==> config.mk <==
export PLATFORM = sky130hd
export DESIGN_NAME = fifo_status
export DESIGN_NICKNAME = d
export VERILOG_FILES = /design/src/fifo_pkg.sv /design/src/fifo_status.sv
export SDC_FILE = /design/constraint.sdc
export NUM_CORES = 1
export LEC_CHECK = 0
export BUFFER_PORTS_ARGS = -buffer_cell sky130_fd_sc_hd__buf_2
export CORE_MARGIN = 3
export CORE_UTILIZATION = 45
export DETAILED_ROUTE_END_ITERATION = 7
export GPL_TIMING_DRIVEN = 0
export PLACE_DENSITY_LB_ADDON = 0.25
export SLEW_MARGIN = 0
export SYNTH_ARGS = -nofsm -noshare
export SYNTH_HDL_FRONTEND = slang
export SYNTH_SLANG_ARGS = --single-unit
==> constraint.sdc <==
create_clock -name clk -period 7 [get_ports clk]
set_input_delay 0.7 -clock clk [delete_from_list [all_inputs] [get_ports clk]]
set_output_delay 0.7 -clock clk [all_outputs]
set_load 0.02 [all_outputs]
==> src/fifo_pkg.sv <==
`default_nettype none

package fifo_pkg;

  //////////////////////////////////////////////////
  // Geometry
  //////////////////////////////////////////////////

  // Word width
  localparam int fifo_data_w = 32;

  // RAM address width, 256 words
  localparam int fifo_addr_w = 8;

  // Prefetch buffer address width, 4 entries
  localparam int prefetch_addr_w = 2;

  //////////////////////////////////////////////////
  // Width types
  //////////////////////////////////////////////////

  // One data word
  typedef logic [fifo_data_w-1:0] fifo_data_t;

  // RAM address
  typedef logic [fifo_addr_w-1:0] fifo_addr_t;

  // Fill level, one bit wider than the address
  typedef logic [fifo_addr_w:0] fifo_level_t;

  // Usable capacity
  // One word below the RAM size
  localparam fifo_level_t fifo_max_level = fifo_level_t'((1 << fifo_addr_w) - 1);

endpackage

`default_nettype wire

==> src/fifo_status.sv <==
`timescale 1ns/1ps
`default_nettype none

module fifo_status
  import fifo_pkg::*;
(
  input  logic        clk,
  input  logic        rst_n,

  // Raw strobes
  input  logic        wp_write_enable,
  input  logic        rp_read_enable,
  input  logic        rp_fifo_empty,
  input  fifo_level_t cr_almost_full_level,

  // Gated strobes
  output logic        write_accept,
  output logic        read_accept,

  // Flags and levels
  output logic        wp_fifo_full,
  output logic        wp_fifo_almost_full,
  output fifo_level_t sr_fill_level,
  output fifo_level_t sr_max_fill_level
);

  //////////////////////////////////////////////////
  // Strobe acceptance
  //////////////////////////////////////////////////

  // A pop in the same cycle frees room for the write
  assign read_accept  = rp_read_enable && !rp_fifo_empty;
  assign write_accept = wp_write_enable && (!wp_fifo_full || read_accept);

  //////////////////////////////////////////////////
  // Level and flags
  //////////////////////////////////////////////////

  always_ff @(posedge clk or negedge rst_n) begin
    if (!rst_n) begin
      sr_fill_level       <= '0;
      sr_max_fill_level   <= '0;
      wp_fifo_full        <= 1'b0;
      wp_fifo_almost_full <= 1'b0;
    end else begin
      // Count words written and not yet read
      if (write_accept && !read_accept) begin
        sr_fill_level <= sr_fill_level + 1'b1;
      end else if (read_accept && !write_accept) begin
        sr_fill_level <= sr_fill_level - 1'b1;
      end
      // High-water mark only rises
      if (sr_fill_level > sr_max_fill_level) begin
        sr_max_fill_level <= sr_fill_level;
      end
      // Flags trail the level by one cycle
      wp_fifo_full        <= (sr_fill_level >= fifo_max_level);
      wp_fifo_almost_full <= (sr_fill_level >= cr_almost_full_level);
    end
  end

  // Flag lag lets a single write through at the limit
  a_level_max : assert property (@(posedge clk) disable iff (!rst_n)
    sr_fill_level <= fifo_max_level + 1'b1);

  // No words counted means nothing left in the prefetch buffer
  a_empty_match : assert property (@(posedge clk) disable iff (!rst_n)
    (sr_fill_level == '0) |-> rp_fifo_empty);

endmodule

`default_nettype wire

# Yosys cells after proc, flatten, opt, wreduce, memory -nomap -nowiden
# Cells that the tools add are included.
[word_totals] output_inout_bits=22 inputBits=14 ff_bits=20 word_cells=21
[classes] magnitude_cmp=3 add_sub_neg=2 reduce_logical=10 muxes=2
[ops] cell="2-to-1 mux 9 bit" n=2
[ops] cell="adder 9 x 1 -> 9 bit, second input constant" n=1
[ops] cell=">= comparator 9 x 8 -> 1 bit, second input constant" n=1
[ops] cell=">= comparator 9 bit" n=1
[ops] cell="greater-than comparator 9 bit" n=1
[ops] cell="subtractor 9 x 1 -> 9 bit, second input constant" n=1
[ops] cell="logical AND 1 bit" n=4
[ops] cell="zero test 1 bit" n=4
[ops] cell="nonzero test 2 bit" n=1
[ops] cell="logical OR 1 bit" n=1

# Depth between registers and ports, before layout
[logic_depth] ltp_word=8 ltp_mapped=10 ltp_nobuf=10

# Worst setup path before layout
# OpenSTA, ideal clock, no wires.
[synth_path] kind="input-to-reg" from="input port rp_fifo_empty" to="register sr_fill_level[8]" stages=10 t_arrival_ps=3257 n_path_buf=0 setup_time_ps=103 required_ps=6897 setup_slack_ps=3639 path_cell_list="nand2b_1 a21boi_0 ha_1 inv_1 ha_1 nor2b_4 o31ai_2 a211oi_1 o21a_1 o41ai_2"
[synth_via] elab_chain_len=7 word_cells_on_any_way=10 classes_between="mux: 1; reduce/logical: 9"
[synth_rtl] item="start: declaration" line="fifo_status.sv:13" rtl="input logic rp_fifo_empty,"
[synth_rtl] item="zero test 1 bit *" line="fifo_status.sv:32" rtl="assign read_accept = rp_read_enable && !rp_fifo_empty;"
[synth_rtl] item="logical AND 1 bit *" line="fifo_status.sv:32"
[synth_rtl] item="logical OR 1 bit *" line="fifo_status.sv:33" rtl="assign write_accept = wp_write_enable && (!wp_fifo_full || read_accept);"
[synth_rtl] item="logical AND 1 bit *" line="fifo_status.sv:33"
[synth_rtl] item="net write_accept" line="fifo_status.sv:17" rtl="output logic write_accept,"
[synth_rtl] item="zero test 1 bit" line="fifo_status.sv:49" rtl="end else if (read_accept && !write_accept) begin"
[synth_rtl] item="logical AND 1 bit" line="fifo_status.sv:49"
[synth_rtl] item="nonzero test 2 bit (no line)"
[synth_rtl] item="end signal: assignment" line="fifo_status.sv:48" rtl="sr_fill_level <= sr_fill_level + 1'b1;"
[synth_rtl] item="end signal: assignment" line="fifo_status.sv:50" rtl="sr_fill_level <= sr_fill_level - 1'b1;"
[synth_rtl] item="end: declaration" line="fifo_status.sv:23" rtl="output fifo_level_t sr_fill_level,"
# The timed path passes the listed nets; every way through them passes the cells marked *.
# A chain may end at the register's enable or synchronous reset.

# Final worst setup path
[layout_path] from="input port rp_fifo_empty" to="register sr_fill_level[8]"
[layout_via] elab_chain_len=7 word_cells_on_any_way=10 classes_between="mux: 1; reduce/logical: 9"
[layout_rtl] item="zero test 1 bit *" line="fifo_status.sv:32"
[layout_rtl] item="logical AND 1 bit *" line="fifo_status.sv:32"
[layout_rtl] item="logical OR 1 bit" line="fifo_status.sv:33"
[layout_rtl] item="logical AND 1 bit" line="fifo_status.sv:33"
[layout_rtl] item="zero test 1 bit" line="fifo_status.sv:49"
[layout_rtl] item="logical AND 1 bit" line="fifo_status.sv:49"
[layout_rtl] item="nonzero test 2 bit (no line)"
# Mark *: on every way between the ends. The rest lies on a longest branch, timed or not.

==> impl_metrics.json <==
{
  "status": "finished, final reports clean",
  "final.setup.worst_slack_ns": 3.91,
  "avgSynthCellArea_sq_um": 9.20,
  "yosys_warnings": 0,
  "routed-wl-met3_microns": 130,
  "grt_max_degree": 21,
  "grt_pass1_vias": 1412,
  "register_area_sq_um": 500,
  "place_ws_ns": 3.60,
  "die-area_sq_um": 4290,
  "drive_above_1_share_pct": 24.1,
  "arrival_ns": 3.31,
  "clock_sinks": 20,
  "initial_core_util_pct": 49.7,
  "cts-buffers-inserted": 3,
  "routed-via-count": 1381,
  "clock_skew_ns": 0.0144,
  "setup_tns_ns": 0,
  "numPortBuffers": 35,
  "dp_hpwl_microns": 2890,
  "worstSetupPathType": "input port to flop",
  "drc": 0,
  "antennaDiodeCount": 0,
  "max_cap_viol_count": 0,
  "rows": 20,
  "wl_met2_microns": 1820,
  "post_cts_resized": 0,
  "io_pins": 36,
  "grt_use_total_pct": 18.2,
  "multiInputGateArea_sq_um": 986,
  "drtPass1Iterations": 4,
  "hp-class": "input port to asynchronous set/reset pin",
  "place.gp.congestion": 0.868,
  "crit_path_start": "rp_fifo_empty",
  "setup_viol": 0,
  "finalHoldViolations": 0,
  "yosys.area.top_type": "dfrtp_1",
  "rsz0062_at_grt": "false",
  "startpoint_type": "input port",
  "synth_nets": 214,
  "synth_cells": 173,
  "layout_common_cells": "35 x buf_2, 26 x inv_1, 26 x ha_1",
  "final_antenna_net_count": 0,
  "nFillCells": 314,
  "core_sq_um": 3200,
  "post-cts-setup-buffers": 0,
  "postCtsHoldBufs": 0,
  "maxSlewViolCount": 0,
  "grt_overflow": 0,
  "cp.required_ns": 7.22,
  "root_buffer": "clkbuf_4",
  "path_clk_slew_ns": 0.13,
  "postRouteWirelength_microns": 3550,
  "fin_crit_ns": 3.09,
  "async_flop_share_pct": 100,
  "synth-edff-count": 0,
  "tightest_slew_ns": 0.447,
  "antenna_found_initial": 0,
  "final_common_cell": "buf_2",
  "dr.max_layer_used": "met4",
  "syn_area_sq_um": 1590,
  "htreeDepth": 1,
  "clockBufferDepth": 2,
  "rrSetupSlack_ns": 4.17,
  "wl_met1_microns": 1560,
  "holdWs_ns": 0.316,
  "routedWlPerCell_microns": 13.9,
  "die_w_microns": 65.5,
  "clock_latency_ns": 0.31,
  "ys_ff_latch": 20,
  "syn_to_final_growth_pct": 17.8,
  "layout.nets": 254,
  "drt-initial-drc-count": 45,
  "critPathMaxFanout": 10,
  "synthDistinctLibCells": 35,
  "max_freq_mhz": 324,
  "end_kind": "flop",
  "relSlewSlack_pct": 70.2,
  "fp.dieH_microns": 65.5,
  "min_period_over_period_pct": 44.1,
  "yosysSeqAreaShare_pct": 31.4,
  "synthTopCellsByArea": "dfrtp_1 31%, ha_1 20%, inv_1 6.1%",
  "r2r-start": "wp_fifo_full$_DFF_PN0_",
  "yosysTopAreaCellShare_pct": 31.4,
  "synthFlopType": "dfrtp_1",
  "utilization_pct": 58.5,
  "grt_pass1_wl_microns": 6200,
  "cts_tree": "done",
  "vias_per_cell": 5.39
}
## through the flow
stage,std cells,area [sq um]
2_1_floorplan,173,1590
3_3_place_gp,252,1820
3_5_place_dp,252,1820
4_1_cts,256,1870
5_1_grt,256,1870
6_report,256,1870
## path summary, 6_finish.rpt
path,endpoint,cells past startpoint
worst max-delay path,sr_fill_level[8]$_DFFE_PN0P_,11
worst min register to register,sr_max_fill_level[7]$_DFFE_PN0N_,1
min in group clk,sr_max_fill_level[7]$_DFFE_PN0N_,1
max in group asynchronous,sr_fill_level[5]$_DFFE_PN0P_,1
worst min-delay path,sr_fill_level[8]$_DFFE_PN0P_,1
worst max register to register,sr_fill_level[8]$_DFFE_PN0P_,9
## final cells by class
type                    instances  area share, %
plain buffers                   2          0.401
well taps                      44           2.94
flip-flops and latches         20           26.7
multi-input cells             125           52.6
repair buffers                 35           9.35
clock buffers                   3           1.20
clock inverters                 1           1.60
inverters                      26           5.21
## cell usage after synthesis, types with 2 or more instances
library cell and instances:
xor2_1 3, a21o_1 2, nand2_1 13, o211ai_1 2, nand2b_1 2, nor3_1 8
a31oi_1 2, nor2_1 7, mux2_2 7, a21oi_1 11, xnor2_1 3, a211oi_1 2
dfrtp_1 20, o21ai_0 12, nand4_1 3, clkbuf_1 2, o21a_1 5, ha_1 26
mux2i_1 2, inv_1 26
## flip-flops by register name (all words and copies together) (netlist names)
signal,cells
sr_max_fill_level,9
wp_fifo_almost_full,1
wp_fifo_full,1
sr_fill_level,9
## cell families after synthesis
kind of cell | Yosys count | share of synthesized area [%]
buf+inv | 28 | 6.60
compound gates | 45 | 19.1
flops | 20 | 31.4
simple gates | 38 | 11.6
fa+ha+maj | 27 | 21.7
mux | 9 | 6.21
xor+xnor | 6 | 3.30
## per-layer routing
layer	up-vias	GRT usage (%)
met5	-	0
met4	0	6.22
met3	6	2.05
met2	30	32.1
met1	659	22.8
li1	686	-
## critical path: stages
cell and delay (ns):
buf_2 0.09, nand2b_1 0.16, a21boi_0 0.26, ha_1 0.35
inv_1 0.23, ha_1 0.39, nor2b_4 0.15, o31ai_2 0.34
a211oi_1 0.17, o21a_1 0.21, o41ai_2 0.27
Power is not shown: default switching activity piles up to over one toggle a cycle in this logic, so the estimate is an artifact.
